<file path="src/logic/soc_map_pkg.sv">
package soc_map_pkg;

   // Byte addressed bus
   localparam int ADDR_W = 32;

   localparam int RAM_WORDS = 1024;
   localparam int RAM_AW    = $clog2(RAM_WORDS);

   typedef logic [ADDR_W-1:0] addr_t;

   // Word index into the RAM, taken from the byte address
   typedef logic [RAM_AW-1:0] widx_t;

   // Data writes here go to the console sink
   localparam addr_t CONSOLE_ADR = 32'h1000_0000;

endpackage
</file>
<file path="src/logic/camd_pkg.sv">
package camd_pkg;

   localparam int DATA_W = 32;
   localparam int MSK_W  = DATA_W / 8;

   // Reads in flight tracked by the arbiter
   localparam int TAG_DEPTH = 4;
   localparam int TAG_AW    = $clog2(TAG_DEPTH);

   // RAM read response buffer
   localparam int RSP_DEPTH = 2;
   localparam int RSP_AW    = $clog2(RSP_DEPTH);

   typedef logic [DATA_W-1:0] data_t;
   typedef logic [MSK_W-1:0]  msk_t;

   // Command channel payload
   typedef struct packed {
      logic               wr;
      soc_map_pkg::addr_t adr;
   } ca_t;

   // Write-data channel payload
   typedef struct packed {
      data_t dat;
      msk_t  msk;
   } dm_t;

   typedef enum logic {
      PORT_I = 1'b0,
      PORT_D = 1'b1
   } port_e;

endpackage

</file>
<file path="src/logic/camd_console.sv">
`timescale 1ns/10ps

module camd_console (
   input  logic          clk,
   input  logic          i_rst,
   input  camd_pkg::dm_t i_dm,
   input  logic          i_vld,
   output logic [7:0]    o_con_char,
   output logic          o_con_vld
);

   logic emit;

   // Only a write that enables byte 0 carries a character
   assign emit = i_vld & i_dm.msk[0];

   always_ff @(posedge clk) begin
      if (i_rst) begin
         o_con_vld <= 1'b0;
      end else begin
         o_con_vld <= emit;
      end
   end

   always_ff @(posedge clk) begin
      if (emit) begin
         o_con_char <= i_dm.dat[7:0];
      end
   end

endmodule

</file>
<file path="config.mk">
export PLATFORM = sky130hd
export DESIGN_NAME = camd_console
export DESIGN_NICKNAME = d
export VERILOG_FILES = /design/src/logic/soc_map_pkg.sv /design/src/logic/camd_pkg.sv /design/src/logic/camd_console.sv
export SDC_FILE = /design/constraint.sdc
export NUM_CORES = 1
export LEC_CHECK = 0
export BUFFER_PORTS_ARGS = -buffer_cell sky130_fd_sc_hd__buf_2
export CAP_MARGIN = 20
export CORE_AREA = 8 8 45 47
export DETAILED_ROUTE_END_ITERATION = 7
export DIE_AREA = 0 0 53 55
export HOLD_SLACK_MARGIN = 0.1
export PLACE_DENSITY = 0.64
export SYNTH_ARGS = -nofsm -noshare
export SYNTH_HDL_FRONTEND = slang
export SYNTH_SLANG_ARGS = --single-unit
</file>
<file path="constraint.sdc">
create_clock -name clk -period 1.5 [get_ports clk]
set_input_delay 0.225 -clock clk [delete_from_list [all_inputs] [get_ports clk]]
set_output_delay 0.225 -clock clk [all_outputs]
set_load 0.005 [all_outputs]
</file>
==> run_results.csv <==
group,metric,value,unit
synth,yosys_warnings,0,
worst_setup_path,cp.required,1270,ps
timing,worst_pin_slew,329,ps
routing,drt_pass1_iterations,2,
floorplanning,fp.dieW,53,um
synth,synth_top_family_by_area,"simple AND/OR/NAND/NOR gates",
cts,path_clk_slew,60,ps
worst_setup_path,worstSetupStartpointType,"register",
pwr,leakagePower,0.188,nW
routing,vias,189,
cts,root_buffer,"clkbuf_4",
global_route,grtUsageMet2,3.91,%
synth,synthMuxAreaShare,0,%
worst_setup_path,cp.buffers_inverters,1,
placed_design,post-place-ws,529,ps
min_path,min_from,"i_dm[7]",
cts,post_cts_resized,0,
synth,synth_nets,50,
timing,finalSetupViolCount,0,
global_route,gr-total-overflow,0,
routing,postRouteWirelength,668,um
pwr,power_density,1210,mW/mm^2
pwr,ir_drop,0.304,mV
global_route,grt_max_degree,9,
routing,drtIter0Drc,1,
routing,ant_nets,0,
global_route,antenna_found_initial,0,
floorplanning,start_util,19.9,%
synth,syn_area_per_cell,25.0,um^2
layout,diodes,0,
global_route,grt_pass1_wl,945,um
layout,layout_common_cells,"buf_2, edfxtp_1, clkbuf_4",
timing,slew_headroom,78.1,%
timing,post-route-period-util,66.0,%
synth,synth-adder-area-share,0,%
min_path,hold_path.class,"primary input to register",
min_path,min_to,"o_con_char[3]",
global_route,met3_usage,6.95,%
cts,cts_inserted_buffers,3,
layout,syn2layout_area_growth,53.2,%
synth,ys_seq_elements,9,
layout,final_common_cell,"buf_2",
synth,synth-compound-area-share,0,%
worst_setup_path,cp_slowest_cell,"edfxtp_1",
floorplanning,fp.dieH,55,um
worst_setup_path,cp_top_family,"flip-flops",
placed_design,place.port_buffers,20,
synth,seq_area_frac_synth,94.5,%
timing,slew_violations,0,
job,maxCapViolCount,0,
worst_setup_path,crit_arrival,760,ps
synth,ys_types,4,
synth,synth_cells,11,
floorplanning,die-area,0.00292,mm^2
cts,cts_hold_buf,0,
synth,synth_xor_area_share,0,%
cts,cts_setup_buffers,0,
timing,period_minus_slack,989,ps
global_route,top_usage_layer,"met3",
floorplanning,ios,48,
worst_setup_path,path_cells,"buf_2",
floorplanning,coreArea,0.00138,mm^2
floorplanning,rows,14,
timing,rsz0062_at_grt,"no",
timing,worst_slack,511,ps
worst_setup_path,path_class,"register to output port",
cts,htreeDepth,1,
timing,hold_ws,141,ps
global_route,met1_usage,4.67,%
timing,max_freq,1.01,GHz
cts,tritoncts,"built",
timing,hold_viol_final,0,
global_route,grt_pass1_vias,212,
synth,syn-cell-area,275,um^2
placed_design,placed_cell_area,395,um^2
synth,yosys.area_share.simple,5.45,%
pwr,finalPower,511,uW
min_path,whs_path_depth,1,
status,status,"finished clean",
layout,drive_gt1_share,65.7,%
routing,vias_per_cell,3.71,
global_route,grt_util_all_layers,5.02,%
layout,fin_nets,75,
cts,clock_path_buffers,2,
timing,setup_tns,0,ps
routing,wl_per_cell,13.1,um
placed_design,routabilityCongestion,0.674,
worst_setup_path,critPathMaxStageDelay,370,ps
cts,clock-sinks,9,
layout,final_cell_area,422,um^2
worst_setup_path,critPathMaxFanout,1,
routing,drc,0,
worst_setup_path,cp-end-kind,"output port",
-- state kept, by name, summed over array words and instances (netlist names) --
register,flops
o_con_char,8
o_con_vld,1
-- per-layer routing --
| layer | vias up | share of wire [%] |
|---|---|---|
| li1 | 89 | - |
| met1 | 73 | 42 |
| met2 | 23 | 24 |
| met3 | 4 | 31 |
| met4 | 0 | 3.0 |
| met5 | - | 0 |
-- power breakdown --
part	internal, mW	switching (mW)
logic	0.0209	0.0162
clock network	0.102	0.0773
registers	0.291	0.00369
-- metrics by stage --
| step | utilization [%] | cells |
|---|---|---|
| final | 30.5 | 51 |
| after global routing | 30.5 | 51 |
| after floorplan | - | 11 |
| after CTS | 30.5 | 51 |
| after detailed placement | 28.6 | 47 |
| after global placement | 28.6 | 47 |
-- cell usage after synthesis (all sizes together) --
cell type  n  share of area (%)
dfxtp      1                7.3
and3b      1                3.2
edfxtp     8                 87
and2       1                2.3
-- cell type report --
class                           instances  area, um^2
Timing Repair Buffer                   20         100
Multi-Input combinational cell          2        15.0
Fill cell                             144         962
Clock buffer                            4        26.3
Sequential cell                         9         260
Tap cell                               16        20.0
-- how the worst max path moves through the flow --
| stage | startpoint | end | slack, ps | cells after the start |
|---|---|---|---|---|
| floorplan | i_vld | o_con_char[0] | 680 | 1 |
| global placement | i_vld | o_con_char[4] | 540 | 2 |
| detailed placement | i_vld | o_con_char[6] | 530 | 2 |
| CTS | o_con_char[3] | o_con_char[3] | 500 | 1 |
| global route | o_con_char[3] | o_con_char[3] | 480 | 1 |
| finish | o_con_char[3] | o_con_char[3] | 510 | 1 |
-- kinds of logic (layout without fill, tap and decap cells) --
logic type | Yosys count | after routing
flip-flops | 9 | 9
buffers and inverters | 0 | 24
AND/OR/NAND/NOR | 2 | 2
No activity file was read; power rests on OpenSTA's default activity.
