<file path="src/logic/soc_map_pkg.sv">
package soc_map_pkg;

   // Byte addressed bus
   localparam int ADDR_W = 32;

   localparam int RAM_WORDS = 1024;
   localparam int RAM_AW    = $clog2(RAM_WORDS);

   typedef logic [ADDR_W-1:0] addr_t;

   // Word index into the RAM, taken from the byte address
   typedef logic [RAM_AW-1:0] widx_t;

   // Data writes here go to the console sink
   localparam addr_t CONSOLE_ADR = 32'h1000_0000;

endpackage
</file>
<file path="src/logic/camd_pkg.sv">
package camd_pkg;

   localparam int DATA_W = 32;
   localparam int MSK_W  = DATA_W / 8;

   // Reads in flight tracked by the arbiter
   localparam int TAG_DEPTH = 4;
   localparam int TAG_AW    = $clog2(TAG_DEPTH);

   // RAM read response buffer
   localparam int RSP_DEPTH = 2;
   localparam int RSP_AW    = $clog2(RSP_DEPTH);

   typedef logic [DATA_W-1:0] data_t;
   typedef logic [MSK_W-1:0]  msk_t;

   // Command channel payload
   typedef struct packed {
      logic               wr;
      soc_map_pkg::addr_t adr;
   } ca_t;

   // Write-data channel payload
   typedef struct packed {
      data_t dat;
      msk_t  msk;
   } dm_t;

   typedef enum logic {
      PORT_I = 1'b0,
      PORT_D = 1'b1
   } port_e;

endpackage

</file>
<file path="src/logic/camd_addr_decode.sv">
`timescale 1ns/10ps

module camd_addr_decode (
   input  logic            clk,
   input  logic            i_rst,
   // Core side
   input  camd_pkg::ca_t   i_ca,
   input  logic            i_ca_vld,
   output logic            o_ca_rdy,
   input  camd_pkg::dm_t   i_dm,
   input  logic            i_dm_vld,
   output logic            o_dm_rdy,
   output camd_pkg::data_t o_rd_dat,
   output logic            o_rd_vld,
   input  logic            i_rd_rdy,
   // Memory side
   output camd_pkg::ca_t   o_m_ca,
   output logic            o_m_ca_vld,
   input  logic            i_m_ca_rdy,
   output camd_pkg::dm_t   o_m_dm,
   output logic            o_m_dm_vld,
   input  logic            i_m_dm_rdy,
   input  camd_pkg::data_t i_m_rd_dat,
   input  logic            i_m_rd_vld,
   output logic            o_m_rd_rdy,
   // Console side
   output camd_pkg::dm_t   o_c_dm,
   output logic            o_c_vld
);

   logic [camd_pkg::TAG_AW:0] out_cnt_q;

   logic live_q;
   logic con_pend_q;
   logic open_gate;
   logic hit;
   logic m_rd_issue;
   logic m_rd_done;
   logic con_rd_acc;
   logic con_rd_done;

   assign hit = (i_ca.adr == soc_map_pkg::CONSOLE_ADR);

   // No new commands while the console read response is pending
   assign open_gate = live_q & ~con_pend_q;

   assign o_m_ca     = i_ca;
   assign o_m_ca_vld = i_ca_vld & ~hit & open_gate;
   assign o_m_dm     = i_dm;
   assign o_m_dm_vld = i_dm_vld & ~hit & open_gate;

   always_comb begin
      if (hit && i_ca.wr) begin
         o_ca_rdy = open_gate & i_dm_vld;
         o_dm_rdy = open_gate & i_ca_vld;
      end else if (hit) begin
         // Console read only once all memory reads have returned
         o_ca_rdy = open_gate & (out_cnt_q == '0);
         o_dm_rdy = 1'b0;
      end else begin
         o_ca_rdy = open_gate & i_m_ca_rdy;
         o_dm_rdy = open_gate & i_m_dm_rdy;
      end
   end

   assign o_c_dm  = i_dm;
   assign o_c_vld = hit & i_ca.wr & i_ca_vld & i_dm_vld & open_gate;

   assign o_rd_vld   = con_pend_q | i_m_rd_vld;
   assign o_rd_dat   = con_pend_q ? '0 : i_m_rd_dat;
   assign o_m_rd_rdy = i_rd_rdy & ~con_pend_q;

   assign m_rd_issue  = o_m_ca_vld & i_m_ca_rdy & ~i_ca.wr;
   assign m_rd_done   = i_m_rd_vld & o_m_rd_rdy;
   assign con_rd_acc  = i_ca_vld & o_ca_rdy & hit & ~i_ca.wr;
   assign con_rd_done = con_pend_q & i_rd_rdy;

   always_ff @(posedge clk) begin
      if (i_rst) begin
         live_q     <= 1'b0;
         con_pend_q <= 1'b0;
         out_cnt_q  <= '0;
      end else begin
         live_q <= 1'b1;
         if (con_rd_acc) begin
            con_pend_q <= 1'b1;
         end else if (con_rd_done) begin
            con_pend_q <= 1'b0;
         end
         case ({m_rd_issue, m_rd_done})
            2'b10:   out_cnt_q <= out_cnt_q + 1'b1;
            2'b01:   out_cnt_q <= out_cnt_q - 1'b1;
            default: out_cnt_q <= out_cnt_q;
         endcase
      end
   end

endmodule

</file>
<file path="config.mk">
export PLATFORM = sky130hd
export DESIGN_NAME = camd_addr_decode
export DESIGN_NICKNAME = d
export VERILOG_FILES = /design/src/logic/soc_map_pkg.sv /design/src/logic/camd_pkg.sv /design/src/logic/camd_addr_decode.sv
export SDC_FILE = /design/constraint.sdc
export NUM_CORES = 1
export LEC_CHECK = 0
export ABC_AREA = 1
export BUFFER_PORTS_ARGS = -buffer_cell sky130_fd_sc_hd__buf_2
export CORE_AREA = 2 2 99 101
export DETAILED_ROUTE_END_ITERATION = 16
export DIE_AREA = 0 0 101 103
export PLACE_DENSITY = 0.61
export SYNTH_ARGS = -nofsm -noshare
export SYNTH_HDL_FRONTEND = slang
export SYNTH_SLANG_ARGS = --single-unit
</file>
<file path="constraint.sdc">
create_clock -name clk -period 2.99 [get_ports clk]
set_input_delay 0.4485 -clock clk [delete_from_list [all_inputs] [get_ports clk]]
set_output_delay 0.4485 -clock clk [all_outputs]
set_load 0.005 [all_outputs]
</file>
==> results by group <==
Run status
  – Status: complete, no violations

Global route
  – Pin count of the biggest net entering global routing: 36
  – Number of global-route vias before repair: 1196
  – Initial antenna violation count: 2
  – Total track usage: 0.0705
  – Global route overflow: 0
  – First-pass GRT wire length: 5630 um

Detailed routing
  – Vias post-DR: 1463
  – Vias per inst: 3.33
  – Drt total wl: 4300 um
  – Routed len/inst: 9.78 um
  – Remaining DRCs: 0
  – Drt initial violations: 26
  – Initial DRT Pass Iterations: 4
  – Post-DRT Antenna Nets: 0

Timing
  – Setup Viol. Count Final: 0
  – Worst Skew: 1.39 ps
  – Relative slew slack: 0.780
  – Worst slew pin tran: 329 ps
  – Fin crit share: 0.690
  – RSZ-0062 raised after global routing: false
  – Min cycle time layout: 2060 ps
  – Fin. Hold Viols: 0
  – Count of pins over their slew limit: 0
  – Final TNS setup: 0 ps
  – FMAX: 0.484 GHz
  – Worst Setup Slack, final: 926 ps

Yosys
  – EDFF count, synth: 0
  – Sequential-to-total area share from yosys stat: 0.0621
  – YS warnings: 0
  – Post-Syn Instances: 284
  – Post-synth top flop: dfxtp_1
  – Mean Syn Cell Area: 5.68 um2
  – Yosys cell types: 19
  – Post-synth ARST share: 0
  – Netlist Area Pre-Place: 1610 um2
  – Syn Nets: 395
  – Synthesis-stage register bit count: 5

Setup path
  – Worst path slowest cell: fa_1
  – Reg2reg setup slack: 930 ps
  – Critical path cell sequence: inv_1 -> nand2_1 -> inv_1 -> nand2_1 -> nor2_1 -> nand3_1 -> ha_1 -> fa_1 -> a21oi_1 -> o21a_1 -> o21ai_0 -> a21oi_1
  – Crit path kind: reg -> reg
  – Required @ worst endpoint: 3140 ps
  – Critical Path Fanout Max: 4
  – Reg-to-Reg Start: con_pend_q$_SDFFE_PP0P_
  – Critical Path Start: con_pend_q$_SDFFE_PP0P_
  – Arrival @ worst endpoint: 2210 ps
  – Reg2Reg Depth: 12
  – Buf/Inv on CP: 2
  – Crit Reg-Reg Endpoint: out_cnt_q[2]$_SDFFE_PP0P_
  – Startpoint Class: flip-flop
  – Crit. End Element: flip-flop
  – CP top delay family: adder cells
  – CP max stage delay: 390 ps

Placement
  – HPWL Detailed: 3830 um
  – Count of input and output buffers: 144
  – Worst slack, placed: 721 ps
  – GP Congestion: 0.690

Final layout
  – Most frequent cells in the layout: 144 x buf_2, 61 x nor2_1, 57 x inv_1, 30 x nand2_1, 5 x dfxtp_1
  – Most common cell after layout, fill and taps aside: buf_2
  – P&R area growth vs syn: 7.14%
  – Filler cells: 1094
  – Share of cells above drive strength 1: 0.469
  – Net count, final: 436

Power and ir drop
  – PwrDens: 209 nW/um2
  – VDD IR max: 0.0000733 V
  – Pleak: 0.00118 uW

Clock tree
  – Clock Root Buffer: clkbuf_8
  – Clock Latency Late Sink: 220 ps
  – Post-cts resize count: 0
  – Max clock buf depth: 2
  – Hold_buf cts: 0
  – Worst-path clk slew: 40 ps
  – CTS Buf Count: 3
  – # H-tree levels: 1
  – CTS sink cnt: 5
  – Post-CTS setup buffers: 0
  – CTS tree: built

Floorplan
  – Placement Rows: 36
  – Die Width: 101 um
  – Core ar.: 9460 um2
  – Top Ports: 253
  – Area of the die: 10400 um2
  – Die height: 103 um
  – Initial Util: 0.171

Worst hold path
  – Hold endpoint: out_cnt_q[0]$_SDFFE_PP0P_
  – Hold-critical path depth: 2
  – Worst hold path type: in -> reg
  – Worst Hold Launch: i_rst

Run
  – Maxcap violations: 0
==> worst max-delay path by stage <==
| stage | end | slack (ps) | cells after the start |
|---|---|---|---|
| 4_1_cts | out_cnt_q[2]$_SDFFE_PP0P_ | 900 | 12 |
| 3_5_place_dp | out_cnt_q[2]$_SDFFE_PP0P_ | 720 | 14 |
| 3_3_place_gp | out_cnt_q[1]$_SDFFE_PP0P_ | 770 | 12 |
| 2_1_floorplan | out_cnt_q[2]$_SDFFE_PP0P_ | 920 | 13 |
| 6_report | out_cnt_q[2]$_SDFFE_PP0P_ | 930 | 12 |
| 5_1_grt | out_cnt_q[2]$_SDFFE_PP0P_ | 590 | 12 |
==> Yosys cell counts (all sizes together), types with 2 or more instances <==
cell type | instances | share of area
buf | 105 | 0.49
nor2 | 64 | 0.16
inv | 57 | 0.13
nand2 | 31 | 0.074
dfxtp | 5 | 0.062
a21oi | 4 | 0.012
clkbuf | 4 | 0.0093
nand3 | 3 | 0.0093
nand4 | 2 | 0.0078
nor3 | 2 | 0.0062
o21ai | 2 | 0.0062
==> kinds of logic after synthesis <==
kind of cell,Yosys count,share of synthesized area
XOR/XNOR,1,0.00543
flip-flops,5,0.0621
buffers and inverters,166,0.631
AO/OA/AOI/OAI,8,0.0279
adder cells (fa/ha/maj),2,0.0202
AND/OR/NAND/NOR,102,0.254
==> per-stage QoR <==
step	cells	total power, uW	cell area (um2)	hold WS [ps]	util
6_report	439	362	1730	417	0.183
5_1_grt	438	400	1730	422	0.182
2_1_floorplan	284	242	1610	424	-
4_1_cts	438	367	1730	415	0.182
3_3_place_gp	434	242	1680	451	0.178
3_5_place_dp	434	243	1680	452	0.178
==> where the power goes <==
part | leakage, uW | switching [uW] | total, uW | internal, uW
registers | 0.0000412 | 4.43 | 76.2 | 71.7
logic | 0.00111 | 77.5 | 164 | 86.6
clock network | 0.0000228 | 30.2 | 121 | 91.3
total | 0.00118 | 112 | 362 | 250
==> state kept, by name, indices dropped and copies added, names as in the netlist <==
name,count
con_pend_q,1
live_q,1
out_cnt_q,3
==> cell type report <==
type	count	area, um2	area share
timing repair buffer	145	728	0.421
sequential	5	100	0.0579
inverter	57	214	0.124
antenna	1	2.50	0.00145
clock buffer	4	45.0	0.0261
tap	114	143	0.0825
multi-input combinational	113	495	0.287
==> worst reg2reg max path, delay by kind of cell, from the launching register on <==
family	cells	cell delay, ps
adder cells (fa/ha/maj)	2	620
AO/OA/AOI/OAI	4	470
AND/OR/NAND/NOR	4	400
flip-flops	1	300
buffers and inverters	2	210
==> layer usage <==
metal  GRT usage  share of wire
met5           0              0
met4      0.0291          0.026
met3      0.0475           0.15
met2       0.106           0.44
met1      0.0785           0.38
Note: power is estimated with default switching activity, not from simulation.
