[src/logic/soc_map_pkg.sv]
package soc_map_pkg;

   // Byte addressed bus
   localparam int ADDR_W = 32;

   localparam int RAM_WORDS = 1024;
   localparam int RAM_AW    = $clog2(RAM_WORDS);

   typedef logic [ADDR_W-1:0] addr_t;

   // Word index into the RAM, taken from the byte address
   typedef logic [RAM_AW-1:0] widx_t;

   // Data writes here go to the console sink
   localparam addr_t CONSOLE_ADR = 32'h1000_0000;

endpackage
[src/logic/camd_pkg.sv]
package camd_pkg;

   localparam int DATA_W = 32;
   localparam int MSK_W  = DATA_W / 8;

   // Reads in flight tracked by the arbiter
   localparam int TAG_DEPTH = 4;
   localparam int TAG_AW    = $clog2(TAG_DEPTH);

   // RAM read response buffer
   localparam int RSP_DEPTH = 2;
   localparam int RSP_AW    = $clog2(RSP_DEPTH);

   typedef logic [DATA_W-1:0] data_t;
   typedef logic [MSK_W-1:0]  msk_t;

   // Command channel payload
   typedef struct packed {
      logic               wr;
      soc_map_pkg::addr_t adr;
   } ca_t;

   // Write-data channel payload
   typedef struct packed {
      data_t dat;
      msk_t  msk;
   } dm_t;

   typedef enum logic {
      PORT_I = 1'b0,
      PORT_D = 1'b1
   } port_e;

endpackage

[src/logic/camd_port_arbiter.sv]
`timescale 1ns/10ps

module camd_port_arbiter (
   input  logic            clk,
   input  logic            i_rst,
   // Instruction side
   input  camd_pkg::ca_t   i_i_ca,
   input  logic            i_i_ca_vld,
   output logic            o_i_ca_rdy,
   output camd_pkg::data_t o_i_rd_dat,
   output logic            o_i_rd_vld,
   input  logic            i_i_rd_rdy,
   // Data side
   input  camd_pkg::ca_t   i_d_ca,
   input  logic            i_d_ca_vld,
   output logic            o_d_ca_rdy,
   input  camd_pkg::dm_t   i_d_dm,
   input  logic            i_d_dm_vld,
   output logic            o_d_dm_rdy,
   output camd_pkg::data_t o_d_rd_dat,
   output logic            o_d_rd_vld,
   input  logic            i_d_rd_rdy,
   // RAM side
   output camd_pkg::ca_t   o_m_ca,
   output logic            o_m_ca_vld,
   input  logic            i_m_ca_rdy,
   output camd_pkg::dm_t   o_m_dm,
   output logic            o_m_dm_vld,
   input  logic            i_m_dm_rdy,
   input  camd_pkg::data_t i_m_rd_dat,
   input  logic            i_m_rd_vld,
   output logic            o_m_rd_rdy
);

   // Owner of each read in flight, oldest at the head
   camd_pkg::port_e tag_q [camd_pkg::TAG_DEPTH];

   logic [camd_pkg::TAG_AW-1:0] tag_wr_q;
   logic [camd_pkg::TAG_AW-1:0] tag_rd_q;
   logic [camd_pkg::TAG_AW:0]   tag_cnt_q;

   camd_pkg::port_e grant;
   camd_pkg::port_e prio_q;
   camd_pkg::port_e head;

   logic tag_full;
   logic req_i;
   logic req_d;
   logic m_xfer;
   logic tag_push;
   logic tag_pop;

   assign tag_full = (tag_cnt_q == (camd_pkg::TAG_AW+1)'(camd_pkg::TAG_DEPTH));

   // Reads wait while the tag FIFO is full, writes do not
   assign req_i = i_i_ca_vld & ~tag_full;
   assign req_d = i_d_ca_vld & (i_d_ca.wr | ~tag_full);

   always_comb begin
      if (req_i && req_d) begin
         grant = prio_q;
      end else if (req_d) begin
         grant = camd_pkg::PORT_D;
      end else begin
         grant = camd_pkg::PORT_I;
      end
   end

   assign o_m_ca     = (grant == camd_pkg::PORT_D) ? i_d_ca : i_i_ca;
   assign o_m_ca_vld = (grant == camd_pkg::PORT_D) ? req_d : req_i;
   assign o_m_dm     = i_d_dm;
   assign o_m_dm_vld = (grant == camd_pkg::PORT_D) & req_d & i_d_dm_vld;

   assign o_i_ca_rdy = (grant == camd_pkg::PORT_I) & req_i & i_m_ca_rdy;
   assign o_d_ca_rdy = (grant == camd_pkg::PORT_D) & req_d & i_m_ca_rdy;
   assign o_d_dm_rdy = (grant == camd_pkg::PORT_D) & req_d & i_m_dm_rdy;

   assign m_xfer   = o_m_ca_vld & i_m_ca_rdy;
   assign tag_push = m_xfer & ~o_m_ca.wr;

   // Response goes to the port at the head of the tag FIFO
   assign head       = tag_q[tag_rd_q];
   assign o_i_rd_dat = i_m_rd_dat;
   assign o_d_rd_dat = i_m_rd_dat;
   assign o_i_rd_vld = i_m_rd_vld & (head == camd_pkg::PORT_I);
   assign o_d_rd_vld = i_m_rd_vld & (head == camd_pkg::PORT_D);
   assign o_m_rd_rdy = (head == camd_pkg::PORT_D) ? i_d_rd_rdy : i_i_rd_rdy;
   assign tag_pop    = i_m_rd_vld & o_m_rd_rdy;

   always_ff @(posedge clk) begin
      if (i_rst) begin
         prio_q    <= camd_pkg::PORT_I;
         tag_wr_q  <= '0;
         tag_rd_q  <= '0;
         tag_cnt_q <= '0;
      end else begin
         // Last winner yields to the other port
         if (m_xfer) begin
            prio_q <= (grant == camd_pkg::PORT_I) ? camd_pkg::PORT_D : camd_pkg::PORT_I;
         end
         if (tag_push) begin
            tag_wr_q <= tag_wr_q + 1'b1;
         end
         if (tag_pop) begin
            tag_rd_q <= tag_rd_q + 1'b1;
         end
         case ({tag_push, tag_pop})
            2'b10:   tag_cnt_q <= tag_cnt_q + 1'b1;
            2'b01:   tag_cnt_q <= tag_cnt_q - 1'b1;
            default: tag_cnt_q <= tag_cnt_q;
         endcase
      end
   end

   always_ff @(posedge clk) begin
      if (tag_push) begin
         tag_q[tag_wr_q] <= grant;
      end
   end

endmodule

[config.mk]
export PLATFORM = sky130hd
export DESIGN_NAME = camd_port_arbiter
export DESIGN_NICKNAME = d
export VERILOG_FILES = /design/src/logic/soc_map_pkg.sv /design/src/logic/camd_pkg.sv /design/src/logic/camd_port_arbiter.sv
export SDC_FILE = /design/constraint.sdc
export NUM_CORES = 1
export LEC_CHECK = 0
export ABC_AREA = 1
export BUFFER_PORTS_ARGS = -buffer_cell sky130_fd_sc_hd__buf_2
export CAP_MARGIN = 10
export CORE_AREA = 10 10 101 103
export CTS_CLUSTER_DIAMETER = 120
export DETAILED_ROUTE_END_ITERATION = 6
export DIE_AREA = 0 0 111 113
export HOLD_SLACK_MARGIN = 0.15
export PLACE_DENSITY = 0.68
export SYNTH_ARGS = -nofsm -noshare
export SYNTH_HDL_FRONTEND = slang
export SYNTH_SLANG_ARGS = --single-unit
[constraint.sdc]
create_clock -name clk -period 3.9 [get_ports clk]
set_input_delay 0.585 -clock clk [delete_from_list [all_inputs] [get_ports clk]]
set_output_delay 0.585 -clock clk [all_outputs]
set_load 0.02 [all_outputs]
==> flow_metrics.py <==
metrics = {
    "run_status": {
        "outcome": "completed",
    },
    "yosys": {
        "synth_edf_count": 4,
        "synthesis.area_um2": 2040,
        "ys_ff_latch": 14,
        "async_flop_share": 0,
        "synth.net_count": 467,
        "netlist_instances": 317,
        "yosys.cell_types.count": 24,
        "yosysTopAreaCell": "buf_4",
        "synth_ff_type": "dfxtp_1",
        "yosys-top-cells-area": "buf_4 37%, nand2_1 21%, dfxtp_1 9.8%, edfxtp_1 5.9%, inv_1 5.0%",
        "synth_top_area_share": 0.367,
        "yosysSeqAreaShare": 0.157,
        "syn_avg_cell_area_um2": 6.45,
        "yosys-top-cells-count": "115 x nand2_1, 100 x buf_4, 27 x inv_1, 17 x nor2_1, 10 x dfxtp_1",
        "ys.warnings.count": 0,
        "yosysMostFrequentCell": "nand2_1",
    },
    "finish": {
        "area_growth_pct": -2.57,
        "multi_input_area_um2": 790,
        "final_cells": 435,
        "n_antenna_cell": 0,
        "nets": 481,
        "drive_gt1_frac": 0.406,
        "n_fill_cell": 943,
        "register_area_um2": 320,
    },
    "timing": {
        "rsz0062_at_grt": "false",
        "max_slew_margin": 0.612,
        "finalHoldViolCount": 0,
        "setup_ws_ps": 1160,
        "fmax_mhz": 366,
        "setup_viol": 0,
        "tightest_slew_ps": 581,
        "fin_skew_ps": 3.61,
        "fin_crit_sh": 0.701,
        "fin_setup_tns_ps": 0,
        "report.final.slew_viol_count": 0,
        "layout_min_cycle_time_ps": 2740,
    },
    "floorplan": {
        "core.rowCount": 33,
        "io_pins": 285,
        "start_util": 0.251,
        "fp.dieW_um": 111,
        "core_area_um2": 8130,
        "die_area_um2": 12500,
        "die_h_um": 113,
    },
    "clock_network": {
        "root_buffer": "clkbuf_8",
        "numClockSinks": 14,
        "cts_buffer_depth": 2,
        "cts_resized": 0,
        "numCtsBuffers": 3,
        "cts_tree": "yes",
        "insertion_delay_ps": 240,
        "cts_max_level": 1,
        "postCtsHoldBufs": 0,
        "post_cts_buffers": 0,
        "clkTransAtPathRegs_ps": 60,
    },
    "grt": {
        "grt_pass1_vias": 1833,
        "antenna_found_initial": 0,
        "grt_usage": 0.0846,
        "grt_max_degree": 40,
        "grt_pass1_wl_um": 9050,
        "grt_overflow": 0,
    },
    "route": {
        "post_drt_wl_per_cell_um": 13.2,
        "remaining_drc_errors": 0,
        "drtAntennaViolNets": 0,
        "firstDrtPassIters": 4,
        "vias": 1719,
        "drt-initial-drc-count": 78,
        "drt-total-wl_um": 5740,
        "via_per_inst": 3.95,
    },
    "placed_design": {
        "hpwl_um": 5100,
        "port_buffers": 116,
        "place.gp.congestion": 0.764,
        "place_inst": 431,
        "dp_slack_ps": 1090,
    },
    "flow_run": {
        "max-cap-violations": 0,
    },
    "power_and_ir_drop": {
        "p_sw_mw": 0.249,
        "p_leak_nw": 1.21,
        "vdd_drop_max_v": 0.0000933,
        "intPower_mw": 0.357,
        "pwr-share-clk": 0.228,
        "pwr-share-comb": 0.490,
        "switching_share": 0.411,
        "seq_power_share": 0.282,
        "power.density_nw_per_um2": 304,
    },
    "worst_setup_path": {
        "cp_max_fo": 39,
        "end_kind": "output pin",
        "start_kind": "input pin",
        "ff2ff_path_depth": 14,
        "crit_type": "in2out",
        "cp.required_ps": 3310,
        "arrival_ps": 2150,
    },
    "min_path": {
        "holdPathStages": 2,
        "hold_path_class": "reg2reg",
    },
}
[cells by family (layout without fill, tap and decap cells)]
group           after synthesis  after routing  share of synthesized area
xor+xnor                      1              1                    0.00428
compound gates               10             10                     0.0312
simple gates                149            149                      0.310
fa+ha+maj                     6              6                     0.0404
buf+inv                     137            150                      0.457
flops                        14             14                      0.157
[metal layers]
layer,part of all wire,vias up,global-route usage
met5,0,-,0
met4,0.038,0,0.0469
met3,0.14,30,0.0534
met2,0.44,109,0.130
met1,0.38,712,0.0872
li1,-,868,-
[worst max-delay path, stage by stage]
cell and delay, ps:
buf_2 90, inv_1 60, nand3_2 90, nand2_4 70
inv_4 70, nand2_4 220, inv_2 530, nand2_1 100
nand2_1 110, buf_2 180
[cell usage in the layout (no fill, tap or decap), types with 2 or more instances in the layout]
| cell | count |
|---|---|
| clkbuf_8 | 4 |
| nand3_4 | 2 |
| nand2_1 | 115 |
| inv_1 | 27 |
| ha_1 | 5 |
| buf_2 | 116 |
| nand2_4 | 3 |
| a21oi_1 | 5 |
| nor2_1 | 17 |
| dfxtp_1 | 10 |
| nand3_1 | 7 |
| o21ai_0 | 3 |
| inv_2 | 2 |
| nand2_2 | 3 |
| edfxtp_1 | 4 |
[metrics by stage]
step | cell area [µm²] | power, mW | util | hold slack [ps]
after floorplan | 2040 | 0.520 | - | 459
after global routing | 1990 | 0.657 | 0.245 | 520
after detailed placement | 1940 | 0.474 | 0.238 | 484
after CTS | 1990 | 0.615 | 0.245 | 493
final | 1990 | 0.606 | 0.245 | 490
after global placement | 1940 | 0.469 | 0.238 | 479
[path summary, 6_finish.rpt]
check / from / to / slack (ps)
worst max register to register: tag_cnt_q[1]$_SDFFE_PP0P_ / tag_cnt_q[2]$_SDFFE_PP0P_ / 1380
worst min register to register: tag_rd_q[1]$_SDFFE_PP0P_ / tag_rd_q[1]$_SDFFE_PP0P_ / 490
worst min-delay path: tag_rd_q[1]$_SDFFE_PP0P_ / tag_rd_q[1]$_SDFFE_PP0P_ / 490
worst max-delay path: i_d_ca[32] / o_m_ca[27] / 1160
[layout make-up]
cell class / count / share of cell area
well taps: 105 / 0.0660
repair buffers: 116 / 0.291
multi-input cells: 166 / 0.396
flip-flops and latches: 14 / 0.161
clock buffers: 4 / 0.0276
inverters: 30 / 0.0578
[power groups by stage]
stage | combinational, mW | clock [mW] | sequential (mW)
5_1_grt | 0.332 | 0.153 | 0.172
3_3_place_gp | 0.296 | 0 | 0.174
6_report | 0.297 | 0.138 | 0.171
2_1_floorplan | 0.348 | 0 | 0.172
3_5_place_dp | 0.301 | 0 | 0.174
4_1_cts | 0.302 | 0.142 | 0.171
No activity file was read; power rests on OpenSTA's default activity.
